File: config.mk
export PLATFORM = sky130hd
export DESIGN_NAME = chitchat_link
export DESIGN_NICKNAME = d
export VERILOG_FILES = /design/src/rtl/chitchat_pkg.sv /design/src/rtl/chitchat_link.sv /design/src/rtl/chitchat_rx.sv /design/src/rtl/chitchat_tx.sv /design/src/rtl/crc16.sv
export SDC_FILE = /design/constraint.sdc
export NUM_CORES = 1
export LEC_CHECK = 0
export ABC_AREA = 1
export BUFFER_PORTS_ARGS = -buffer_cell sky130_fd_sc_hd__buf_4
export CAP_MARGIN = 10
export CORE_AREA = 2 2 226 228
export CTS_CLUSTER_SIZE = 10
export DETAILED_ROUTE_END_ITERATION = 7
export DIE_AREA = 0 0 228 230
export GPL_TIMING_DRIVEN = 0
export PLACE_DENSITY = 0.68
export SYNTH_ARGS = -nofsm -noshare
export SYNTH_HDL_FRONTEND = slang
export SYNTH_SLANG_ARGS = --single-unit
export TNS_END_PERCENT = 100
File: constraint.sdc
create_clock -name clk -period 7.2 [get_ports clk]
set_input_delay 1.08 -clock clk [delete_from_list [all_inputs] [get_ports clk]]
set_output_delay 1.08 -clock clk [all_outputs]
set_load 0.02 [all_outputs]
File: src/rtl/chitchat_pkg.sv
`default_nettype none

package chitchat_pkg;

   // ------------------------------------------------------------------------
   // Protocol identification and framing constants
   // ------------------------------------------------------------------------
   localparam logic [3:0] cc_protocol_cat  = 4'h1;   // Word 0 bits 15:12
   localparam logic [3:0] cc_protocol_ver  = 4'h1;   // Word 0 bits 11:8
   localparam logic [2:0] cc_gateware_type = 3'h2;   // Word 1 bits 15:13
   localparam logic [7:0] cc_k28_5         = 8'hbc;  // Comma byte, low half of word 0

   // 16-bit words per frame, CRC in the last one
   localparam int unsigned cc_frame_words = 11;

   // CRC-16-CCITT seed, MSB first, no final XOR
   localparam logic [15:0] cc_crc_init = 16'hffff;

   // ------------------------------------------------------------------------
   // Link structures
   // ------------------------------------------------------------------------

   // Application inputs, sampled once per frame
   typedef struct packed {
      logic [2:0]  location;        // Position in the cryomodule
      logic [31:0] cavity0_status;
      logic [31:0] cavity1_status;
      logic        valid;           // Starts a frame when the link is idle
   } cc_tx_data_t;

   // Decoded frame as seen by the far end
   typedef struct packed {
      logic [2:0]  gateware_type;
      logic [2:0]  location;
      logic [31:0] rev_id;
      logic [31:0] cavity0_status;
      logic [31:0] cavity1_status;
      logic [15:0] frame_counter;     // Sender's local count
      logic [15:0] loopback_counter;  // Our own count, echoed back
   } cc_frame_t;

   // One transceiver word
   typedef struct packed {
      logic [15:0] data;
      logic        k;     // Comma in data[7:0]
   } cc_lane_t;

   // Receive faults, each a one-cycle pulse
   typedef struct packed {
      logic crc_err;     // CRC mismatch on word 10
      logic proto_err;   // Category or version mismatch
      logic align_err;   // Comma before word 10 arrived
   } cc_rx_fault_t;

endpackage

`default_nettype wire

File: src/rtl/chitchat_link.sv
`timescale 1ns/10ps
`default_nettype none

module chitchat_link #(
   parameter logic [31:0] REV_ID = 32'h0   // Passed to the transmitter
) (
   input  wire                               clk,
   input  wire                               rst_n,
   input  wire chitchat_pkg::cc_tx_data_t    tx_in,
   input  wire chitchat_pkg::cc_lane_t       lane_in,       // From the far end
   output wire                               tx_enable,
   output wire  [15:0]                       local_frame_counter,
   output wire chitchat_pkg::cc_lane_t       lane_out,      // To the far end
   output wire                               rx_valid,
   output wire chitchat_pkg::cc_frame_t      rx_frame,
   output wire chitchat_pkg::cc_rx_fault_t   rx_fault
);

   // ------------------------------------------------------------------------
   // Transmit lane, far-end counter looped back into each frame
   // ------------------------------------------------------------------------
   chitchat_tx #(
      .REV_ID (REV_ID)
   ) u_tx (
      .clk                 (clk),
      .rst_n               (rst_n),
      .tx_in               (tx_in),
      .loopback_counter    (rx_frame.frame_counter),  // Last good far-end count
      .tx_enable           (tx_enable),
      .local_frame_counter (local_frame_counter),
      .lane_out            (lane_out)
   );

   // Receive lane
   chitchat_rx u_rx (
      .clk      (clk),
      .rst_n    (rst_n),
      .lane_in  (lane_in),
      .rx_valid (rx_valid),
      .rx_frame (rx_frame),
      .rx_fault (rx_fault)
   );

endmodule

`default_nettype wire

File: src/rtl/chitchat_rx.sv
`timescale 1ns/10ps
`default_nettype none

module chitchat_rx (
   input  wire                               clk,
   input  wire                               rst_n,
   input  wire chitchat_pkg::cc_lane_t       lane_in,
   output logic                              rx_valid,   // One cycle per good frame
   output chitchat_pkg::cc_frame_t           rx_frame,   // Held until the next good frame
   output chitchat_pkg::cc_rx_fault_t        rx_fault
);

   localparam logic [3:0] last_word = 4'(chitchat_pkg::cc_frame_words - 1);
   localparam int         buf_words = chitchat_pkg::cc_frame_words - 1;  // CRC not stored

   // ------------------------------------------------------------------------
   // Comma detect and word index
   // ------------------------------------------------------------------------
   logic       comma;     // Valid K28.5 on this cycle
   logic [3:0] idx;       // Index of the word now on lane_in, 0 when idle
   logic       active;
   logic       at_last;   // CRC word on lane_in

   assign comma   = lane_in.k && (lane_in.data[7:0] == chitchat_pkg::cc_k28_5);
   assign active  = (idx != 4'd0);
   assign at_last = active && (idx == last_word) && !comma;  // New comma wins

   always_ff @(posedge clk or negedge rst_n) begin
      if (!rst_n) begin
         idx <= 4'd0;
      end else if (comma) begin
         idx <= 4'd1;                 // Comma is word 0, expect word 1 next
      end else if (at_last) begin
         idx <= 4'd0;                 // Frame done, back to hunting
      end else if (active) begin
         idx <= idx + 4'd1;
      end
   end

   // ------------------------------------------------------------------------
   // Word buffer and CRC
   // ------------------------------------------------------------------------
   logic [15:0] word_buf [0:buf_words-1];
   logic [15:0] crc_calc;

   always_ff @(posedge clk) begin
      if (comma) begin
         word_buf[0] <= lane_in.data;
      end else if (active && !at_last) begin
         word_buf[idx] <= lane_in.data;   // Words 1..9
      end
   end

   // Running CRC, restarted on the comma word
   crc16 u_crc (
      .clk   (clk),
      .rst_n (rst_n),
      .din   (lane_in.data),
      .zero  (comma),
      .crc   (crc_calc)
   );

   // ------------------------------------------------------------------------
   // Frame check and decode
   // ------------------------------------------------------------------------
   logic                    crc_ok;
   logic                    proto_ok;
   logic                    frame_ok;
   chitchat_pkg::cc_frame_t decoded;

   // crc_calc covers words 0..9 while word 10 is on the lane
   assign crc_ok   = (lane_in.data == crc_calc);
   assign proto_ok = (word_buf[0][15:12] == chitchat_pkg::cc_protocol_cat) &&
                     (word_buf[0][11:8]  == chitchat_pkg::cc_protocol_ver);
   assign frame_ok = at_last && crc_ok && proto_ok;

   always_comb begin
      decoded.gateware_type    = word_buf[1][15:13];
      decoded.location         = word_buf[1][12:10];  // Low 10 bits reserved
      decoded.rev_id           = {word_buf[2], word_buf[3]};
      decoded.cavity0_status   = {word_buf[4], word_buf[5]};
      decoded.cavity1_status   = {word_buf[6], word_buf[7]};
      decoded.frame_counter    = word_buf[8];
      decoded.loopback_counter = word_buf[9];
   end

   // Outputs, one cycle after word 10
   always_ff @(posedge clk or negedge rst_n) begin
      if (!rst_n) begin
         rx_valid <= 1'b0;
         rx_fault <= '0;
         rx_frame <= '0;
      end else begin
         rx_valid           <= frame_ok;
         rx_fault.crc_err   <= at_last && !crc_ok;             // CRC beats protocol
         rx_fault.proto_err <= at_last && crc_ok && !proto_ok;
         rx_fault.align_err <= comma && active;                // Truncated frame
         if (frame_ok) begin
            rx_frame <= decoded;
         end
      end
   end

   // Each frame ends in a strobe or a single fault, never a mix
   a_one_outcome : assert property (@(posedge clk) disable iff (!rst_n)
      $onehot0({rx_valid, rx_fault}));

endmodule

`default_nettype wire

File: src/rtl/chitchat_tx.sv
`timescale 1ns/10ps
`default_nettype none

module chitchat_tx #(
   parameter logic [31:0] REV_ID = 32'h0   // Build ID carried in words 2 and 3
) (
   input  wire                               clk,
   input  wire                               rst_n,
   input  wire chitchat_pkg::cc_tx_data_t    tx_in,
   input  wire  [15:0]                       loopback_counter,  // From the receiver
   output logic                              tx_enable,         // Inputs sampled
   output logic [15:0]                       local_frame_counter,
   output chitchat_pkg::cc_lane_t            lane_out
);

   localparam int          frame_bits = chitchat_pkg::cc_frame_words * 16;
   localparam logic [3:0]  last_word  = 4'(chitchat_pkg::cc_frame_words - 1);
   localparam logic [3:0]  comma_pos  = 4'd4;   // Count value while the comma is on lane_out

   // ------------------------------------------------------------------------
   // Frame timing
   // ------------------------------------------------------------------------
   logic [3:0] word_count;   // 0 idle, 1..10 inside a frame
   logic       advance;
   logic       start;        // Load cycle, also tx_enable
   logic       sync;         // Word 0 at the shifter head
   logic       last;
   logic       last_r;
   logic       crc_time;     // Word 10 slot at the output register input

   assign advance = tx_in.valid || (word_count != 4'd0);

   always_ff @(posedge clk or negedge rst_n) begin
      if (!rst_n) begin
         word_count <= 4'd0;
         start      <= 1'b0;
         sync       <= 1'b0;
         last       <= 1'b0;
         last_r     <= 1'b0;
         crc_time   <= 1'b0;
      end else begin
         if (word_count == last_word) begin
            word_count <= 4'd0;                 // Wrap, restart only on valid
         end else if (advance) begin
            word_count <= word_count + 4'd1;
         end
         start    <= (word_count == 4'd1);
         sync     <= start;
         last     <= (word_count == last_word);
         last_r   <= last;
         crc_time <= last_r;
      end
   end

   // ------------------------------------------------------------------------
   // Frame shift register
   // ------------------------------------------------------------------------
   logic [15:0]           frame_counter;
   logic [frame_bits-1:0] frame;
   logic [frame_bits-1:0] frame_load;
   logic [15:0]           head;       // Word at the top of the shifter
   logic [15:0]           crc_tx;

   // Big-endian word order, CRC slot padded with zero
   assign frame_load = {chitchat_pkg::cc_protocol_cat,
                        chitchat_pkg::cc_protocol_ver,
                        chitchat_pkg::cc_k28_5,
                        chitchat_pkg::cc_gateware_type, tx_in.location, 10'd0,
                        REV_ID,
                        tx_in.cavity0_status,
                        tx_in.cavity1_status,
                        frame_counter,
                        loopback_counter,
                        16'h0000};

   assign head = frame[frame_bits-1 -: 16];

   always_ff @(posedge clk or negedge rst_n) begin
      if (!rst_n) begin
         frame_counter <= 16'd0;
         frame         <= '0;
      end else begin
         if (start) begin
            frame_counter <= frame_counter + 16'd1;  // Frame holds the old count
            frame         <= frame_load;
         end else begin
            frame <= {frame[frame_bits-17:0], 16'h0000};
         end
      end
   end

   crc16 u_crc (
      .clk   (clk),
      .rst_n (rst_n),
      .din   (head),
      .zero  (sync),     // Restart on word 0
      .crc   (crc_tx)
   );

   // Output register, CRC replaces the pad word
   always_ff @(posedge clk or negedge rst_n) begin
      if (!rst_n) begin
         lane_out <= '0;
      end else begin
         lane_out.data <= crc_time ? crc_tx : head;
         lane_out.k    <= sync;                  // K bit trails sync by a stage
      end
   end

   assign tx_enable           = start;
   assign local_frame_counter = frame_counter;

   // Comma leaves only from its slot in the count
   a_comma_slot : assert property (@(posedge clk) disable iff (!rst_n)
      lane_out.k |-> (word_count == comma_pos));

endmodule

`default_nettype wire

File: src/rtl/crc16.sv
`timescale 1ns/10ps
`default_nettype none

module crc16 (
   input  wire         clk,
   input  wire         rst_n,
   input  wire  [15:0] din,    // Word folded in this cycle
   input  wire         zero,   // Fold din into the seed, not the running value
   output logic [15:0] crc     // CRC of all words up to the previous cycle
);

   localparam logic [15:0] poly = 16'h1021;  // x^16 + x^12 + x^5 + 1

   // One full word through the serial LFSR, bit 15 first
   function automatic logic [15:0] crc_step(input logic [15:0] c_in,
                                            input logic [15:0] d);
      logic [15:0] c;
      logic        fb;
      c = c_in;
      for (int i = 15; i >= 0; i--) begin
         fb = c[15] ^ d[i];                          // Feedback tap
         c  = {c[14:0], 1'b0} ^ (fb ? poly : 16'h0000);
      end
      return c;
   endfunction

   logic [15:0] seed;

   // Restart picks the init value in place of the register
   assign seed = zero ? chitchat_pkg::cc_crc_init : crc;

   always_ff @(posedge clk or negedge rst_n) begin
      if (!rst_n) begin
         crc <= chitchat_pkg::cc_crc_init;
      end else begin
         crc <= crc_step(seed, din);
      end
   end

endmodule

`default_nettype wire

==> results.json, run 1 <==
{
  "powerDensity_nw_per_um2": 393,
  "wl_per_cell_um": 18.0,
  "period_needed_ns": 3.49,
  "use_met1": 0.256,
  "synth.top_cell.area_share": 0.436,
  "skew_ns": 0.0160,
  "gp_congestion": 0.912,
  "cts_buffer_depth": 3,
  "synth_ff_type": "dfrtp_1",
  "fin_nets": 2263,
  "worstSkewPairLatency_ns": 0.62,
  "syn_inst": 1843,
  "hold_violations": 0,
  "syn_nets": 1934,
  "die_y_um": 230,
  "status": "completed",
  "antenna_left": 0,
  "drt-total-wl_mm": 52.1,
  "finalSetupViolations": 0,
  "post-route-period-util": 0.485,
  "numClockSinks": 518,
  "yosys-top-cells-area": "dfrtp_1 (44%), edfxtp_1 (22%), nand2_1 (15%), dfstp_2 (4.3%), inv_1 (3.1%)",
  "report.final.slew_viol_count": 0,
  "cp-start-kind": "input port",
  "synth.avg_cell_area_um2": 10.7,
  "yosysSeqAreaShare": 0.695,
  "core-area_um2": 49900,
  "die_x_um": 228,
  "path_cells": "buf_4 > nand2_1 > nor2_2 > nand3_2 > buf_6 > nand2_1 > inv_1 > nor2_1 > nand2_1 > nor2_1 > nand2_1 > nor2_1 > buf_6",
  "crit_required_ns": 7.52,
  "cts-root-buf": "clkbuf_16",
  "path_class": "in2reg",
  "dpl.hpwl_mm": 36.0,
  "vdd_drop_max_uv": 303,
  "fmax_ghz": 0.287,
  "p_total_mw": 9.60,
  "cts_resized": 0,
  "endpoint_kind": "flop",
  "grt_max_degree": 121,
  "cts_hold_buf": 0,
  "antenna_found_initial": 0,
  "fp-row-count": 82,
  "crit_path_top_delay_cell": "nor2_1",
  "post-route-util": 0.489,
  "ys_warn_count": 0,
  "place.port_buffers": 258,
  "drt_iter0_markers": 845,
  "grt_pass1_vias": 13900,
  "cts_max_level": 2,
  "cts_tree": "yes",
  "gr-usage-met3": 0.0392,
  "vias_per_cell": 4.67,
  "area_growth_pct": 23.7,
  "rsz0062_at_grt": "false",
  "async_flop_share": 0.726,
  "initial_core_util": 0.396,
  "max-slew-margin-rel": 0.355,
  "hold_path.class": "reg2reg",
  "path_delay_family": "simple AND/OR/NAND/NOR gates",
  "multi_input_area_um2": 5070,
  "cts_made_buffers": 59,
  "vias": 13500,
  "final_common_cell": "nand2_1",
  "seqCellArea_um2": 13700,
  "synth_edf_count": 142,
  "drt-pass1-iter-count": 6,
  "path_clk_slew_ns": 0.06,
  "post_cts_buffers": 0,
  "ys_seq_elements": 518,
  "crit_fanout": 12,
  "max_stage_delay_ns": 0.64,
  "grt_overflow": 0,
  "route.detailed.drc": 0,
  "layout_common_cells": "nand2_1 (764), dfrtp_1 (344), buf_4 (258), inv_1 (165), edfxtp_1 (142)",
  "fin_setup_tns_ns": 0,
  "crit_path_frequent_cell": "nand2_1",
  "synth_top_area_cell": "dfrtp_1",
  "die_area_um2": 52400,
  "drive_gt1_frac": 0.215,
  "tightest_slew_ns": 0.966,
  "nFillCells": 4529,
  "cap_viol_max_count": 0,
  "syn_area_um2": 19700,
  "ioPinCount": 259,
  "grt.met2_usage": 0.345,
  "path_buf_inv": 4,
  "leakage_nw": 12.5,
  "grt.total_usage": 0.201,
  "grt-busiest-layer": "met2",
  "arrival_ns": 3.81,
  "synth_cell_types": 39,
  "grt_pass1_wl_mm": 80.6
}
area by class of cell:
class                   instances  area share
flip-flops and latches        518       0.562
inverters                     171      0.0263
well taps                     672      0.0345
multi-input cells            1093       0.208
repair buffers                268      0.0871
clock inverters                 8     0.00313
diodes                          1    0.000103
clock buffers                  94      0.0663
plain buffers                  61      0.0130
where the power goes:
group / switching, mW / total [mW] / internal (mW)
Combinational: 1.89 / 2.95 / 1.07
Sequential: 0.225 / 3.97 / 3.74
Clock: 1.15 / 2.68 / 1.53
Total: 3.26 / 9.60 / 6.34
Yosys cell counts (11+ instances only):
cell type and count:
xor2_2 11, buf_2 16, xnor2_1 13, dfrtp_1 344
xor2_1 42, nor2_1 96, dfstp_2 32, clkbuf_1 35
nand2_1 764, nand3_1 41, o21ai_0 24, inv_1 165
nand2_2 16, edfxtp_1 142
state kept, by name, summed over array words and instances, names as in the netlist, 3 cells and up:
| signal | flops |
|---|---|
| u_tx.lane_out | 17 |
| u_tx.local_frame_counter | 16 |
| u_tx.frame | 160 |
| u_rx.word_buf | 142 |
| u_tx.word_count | 4 |
| u_rx.idx | 4 |
| u_rx.rx_frame | 134 |
| u_rx.u_crc.crc | 16 |
| u_tx.u_crc.crc | 16 |
| u_rx.rx_fault | 3 |
per-stage QoR:
step	hold WS, ns	worst slack (ns)	cell area, µm²	instances
final	0.353	3.71	24400	2886
after global routing	0.363	3.53	24400	2885
after detailed placement	0.346	3.12	22700	2783
after global placement	0.333	1.43	22500	2773
after CTS	0.359	3.78	24400	2885
after floorplan	0.331	3.61	19700	1843
final timing paths:
path	start	to	slack [ns]	cells past startpoint
max in group asynchronous	rst_n	u_rx.rx_frame[42]$_DFFE_PN0P_	5.43	3
min in group asynchronous	rst_n	u_tx.frame[79]$_DFF_PN0_	0.40	1
hold reg to reg	u_tx.last_r$_DFF_PN0_	u_tx.crc_time$_DFF_PN0_	0.35	0
hold / removal	u_tx.last_r$_DFF_PN0_	u_tx.crc_time$_DFF_PN0_	0.35	0
setup reg to reg	u_rx.idx[0]$_DFFE_PN0P_	u_rx.word_buf[3][5]$_DFFE_PP_	4.11	12
setup / recovery	lane_in[8]	u_rx.word_buf[3][5]$_DFFE_PP_	3.71	13
logic make-up (layout without fill, tap and decap cells):
group | after synthesis | after routing | synth area share
buf+inv | 232 | 602 | 0.0486
other cells | 0 | 1 | 0
compound gates | 40 | 40 | 0.0115
flops | 518 | 518 | 0.695
simple gates | 967 | 967 | 0.197
xor+xnor | 73 | 73 | 0.0398
mux | 9 | 9 | 0.00514
fa+ha+maj | 4 | 4 | 0.00254
per-layer routing:
metal  vias to the layer above  routed length (µm)
li1                       6331                   -
met1                      6640               21700
met2                       404               25900
met3                        95                3080
met4                         0                1370
met5                         -                   0
No activity file was read; power rests on OpenSTA's default activity.
==> inputs of run 2 (changes only) <==
--- a/config.mk
+++ b/config.mk
@@ -5,15 +5,15 @@
 export SDC_FILE = /design/constraint.sdc
 export NUM_CORES = 1
 export LEC_CHECK = 0
-export ABC_AREA = 1
+export ABC_AREA = 0
 export BUFFER_PORTS_ARGS = -buffer_cell sky130_fd_sc_hd__buf_4
 export CAP_MARGIN = 10
-export CORE_AREA = 2 2 226 228
+export CORE_AREA = 2 2 223 225
 export CTS_CLUSTER_SIZE = 10
 export DETAILED_ROUTE_END_ITERATION = 7
-export DIE_AREA = 0 0 228 230
+export DIE_AREA = 0 0 225 227
 export GPL_TIMING_DRIVEN = 0
-export PLACE_DENSITY = 0.68
+export PLACE_DENSITY = 0.71
 export SYNTH_ARGS = -nofsm -noshare
 export SYNTH_HDL_FRONTEND = slang
 export SYNTH_SLANG_ARGS = --single-unit
==> constraint.sdc (replaced) <==
create_clock -name clk -period 3.2 [get_ports clk]
set_input_delay 0.48 -clock clk [delete_from_list [all_inputs] [get_ports clk]]
set_output_delay 0.48 -clock clk [all_outputs]
set_load 0.02 [all_outputs]
==> run 2 against run 1 <==
Critical path type is now reg2reg. First-iteration DRC count down 43%. Largest cell class unchanged. Flip-flop and latch count unchanged. Register-to-register slack worse by 3.8 ns.
==> results.json, run 2 <==
{
  "antenna_left": 0,
  "yosys-top-cells-area": "dfrtp_1 (45%), edfxtp_1 (22%), mux2_2 (11%), xnor2_1 (5.0%), dfstp_2 (4.4%)",
  "synth_edf_count": 142,
  "synth.top_cell.area_share": 0.448,
  "report.final.slew_viol_count": 0,
  "ys_seq_elements": 518,
  "async_flop_share": 0.726,
  "fin_nets": 1586,
  "path_cells": "buf_2 > xnor2_1 > nand4_1 > nor4_1 > nand2_1 > nor2_4 > buf_6 > buf_6 > mux2_1",
  "die_x_um": 225,
  "cts_resized": 0,
  "vias_per_cell": 4.82,
  "cts_hold_buf": 1,
  "vias": 10400,
  "place.port_buffers": 258,
  "cts_buffer_depth": 3,
  "reg.largest.list": "u_tx.frame x160, u_rx.word_buf x142, u_rx.rx_frame x134",
  "fmax_ghz": 0.342,
  "yosys.area_share.simple": 0.0531,
  "max-slew-margin-rel": 0.401,
  "endpoint_kind": "flop",
  "path_delay_family": "simple AND/OR/NAND/NOR gates",
  "cts_tree": "yes",
  "largest-register": "u_tx.frame",
  "synth_ff_type": "dfrtp_1",
  "ioPinCount": 259,
  "crit_path_top_delay_cell": "nor4_1",
  "syn_area_um2": 19200,
  "leakage_nw": 11.1,
  "status": "completed",
  "synth_cell_types": 44,
  "crit_path_frequent_cell": "buf_6",
  "path_class": "reg2reg",
  "synth_top_area_cell": "dfrtp_1",
  "synthXorXnorAreaFrac": 0.0726,
  "final_common_cell": "dfrtp_1",
  "cts_made_buffers": 60,
  "cp-startpoint": "u_rx.u_crc.crc[14]$_DFF_PN1_",
  "hold_path.class": "in2reg",
  "antenna_cells": 0,
  "cap_viol_max_count": 0,
  "drt-pass1-iter-count": 4,
  "drt_iter0_markers": 484,
  "grt_pass1_vias": 11400,
  "placedCellCount": 2054,
  "crit_fanout": 10,
  "crit_required_ns": 3.68,
  "finalNonFillerCells": 2162,
  "dpl.hpwl_mm": 30.7,
  "max_stage_delay_ns": 0.52,
  "synth.avg_cell_area_um2": 16.5,
  "grt.total_usage": 0.182,
  "numClockSinks": 518,
  "hp-start": "tx_in[51]",
  "pre_cts_ws_ns": 0.0320,
  "drt-total-wl_mm": 45.8,
  "powerDensity_nw_per_um2": 940,
  "area_growth_pct": 24.7,
  "yosysMostFrequentCell": "dfrtp_1",
  "hold_violations": 0,
  "fp-row-count": 81,
  "route.detailed.drc": 0,
  "gp_congestion": 0.813,
  "die_y_um": 227,
  "antenna_found_initial": 1,
  "largest_reg_flops": 160,
  "synthAdderAreaFrac": 0.00261,
  "finalSetupViolations": 0,
  "initial_core_util": 0.396,
  "worstSkewPairLatency_ns": 0.62,
  "syn_nets": 1255,
  "vdd_drop_max_uv": 635,
  "wl_per_cell_um": 21.2,
  "die_area_um2": 51100,
  "fin_ws_ns": 0.276,
  "path_clk_slew_ns": 0.06,
  "period_needed_ns": 2.92,
  "grt_pass1_wl_mm": 69.4,
  "path_buf_inv": 3,
  "cts-root-buf": "clkbuf_16",
  "core-area_um2": 48500,
  "muxShareOfSynthArea": 0.138,
  "synth_top_family_by_area": "multiplexers",
  "post_cts_buffers": 0,
  "synthTopCellsByCount": "dfrtp_1 (344), mux2_2 (186), edfxtp_1 (142), xnor2_1 (110), nor2b_1 (55)",
  "grt_overflow": 0,
  "tightest_slew_ns": 0.897,
  "grt_max_degree": 119,
  "rsz0062_at_grt": "false",
  "syn_inst": 1164,
  "skew_ns": 0.0282,
  "layout_common_cells": "dfrtp_1 (344), buf_4 (265), mux2_2 (186), edfxtp_1 (142), xnor2_1 (110)",
  "cts_max_level": 2,
  "ys_warn_count": 0,
  "cp-start-kind": "flop",
  "arrival_ns": 3.41,
  "synth-compound-area-share": 0.00515,
  "r2r-start": "u_rx.u_crc.crc[14]$_DFF_PN1_",
  "post-route-period-util": 0.914,
  "yosysSeqAreaShare": 0.714,
  "drive_gt1_frac": 0.390
}
[run 2: changes by cell type after synthesis, sizes merged, moves of 25 or more]
cell / previous run / this run
nor2: 104 / 47
nand2: 782 / 20
nor2b: 0 / 55
o21ai: 28 / 3
mux2: 9 / 235
nand3: 50 / 6
inv: 170 / 7
xnor2: 20 / 114
[run 2: path summary, 6_finish.rpt]
| path | slack (ns) | cells past startpoint | to |
|---|---|---|---|
| min | 0.11 | 2 | u_tx.frame[98]$_DFF_PN0_ |
| min in group asynchronous | 0.39 | 2 | u_tx.frame[94]$_DFF_PN0_ |
| max reg2reg | 0.28 | 9 | u_rx.rx_frame[36]$_DFFE_PN0P_ |
| min reg2reg | 0.35 | 0 | u_tx.last_r$_DFF_PN0_ |
| max | 0.28 | 9 | u_rx.rx_frame[36]$_DFFE_PN0P_ |
| max in group asynchronous | 1.35 | 4 | u_rx.rx_frame[100]$_DFFE_PN0P_ |
[run 2: cell families (layout without fill, tap and decap cells)]
logic type / Yosys count / count (layout)
xor+xnor: 151 / 151
mux: 236 / 236
compound gates: 16 / 16
simple gates: 189 / 189
fa+ha+maj: 4 / 4
buf+inv: 50 / 426
flops: 518 / 518
[run 2: layout make-up]
class | count | area, µm²
clock buffer | 100 | 1710
tap | 622 | 778
clock inverter | 7 | 98.8
sequential | 518 | 13700
timing repair buffer | 269 | 2130
buffer | 43 | 249
multi-input combinational | 596 | 5250
inverter | 7 | 26.3
fill | 4070 | 24600
[run 2: stage by stage]
step	hold slack, ns	power, mW	cell area, µm²	TNS (ns)	util
4_1_cts	0.0796	22.8	24000	0	0.494
2_1_floorplan	0.184	14.5	19200	0	-
5_1_grt	0.0928	23.8	24000	0	0.494
3_3_place_gp	0.331	16.1	21900	-781.34	0.452
3_5_place_dp	0.335	16.3	22100	0	0.456
6_report	0.115	22.5	24000	0	0.494
[run 2: power by group]
part	switching, mW	internal (mW)	leakage [nW]
sequential	0.644	8.56	6.32
combinational	3.72	3.30	3.90
clock	2.59	3.70	0.868
total	6.95	15.6	11.1
[run 2: layer usage]
metal | part of all wire | GRT usage | vias to the layer above
li1 | - | - | 4650
met1 | 0.41 | 0.227 | 5416
met2 | 0.51 | 0.317 | 278
met3 | 0.054 | 0.0404 | 74
met4 | 0.024 | 0.0566 | 0
met5 | 0 | 0 | -
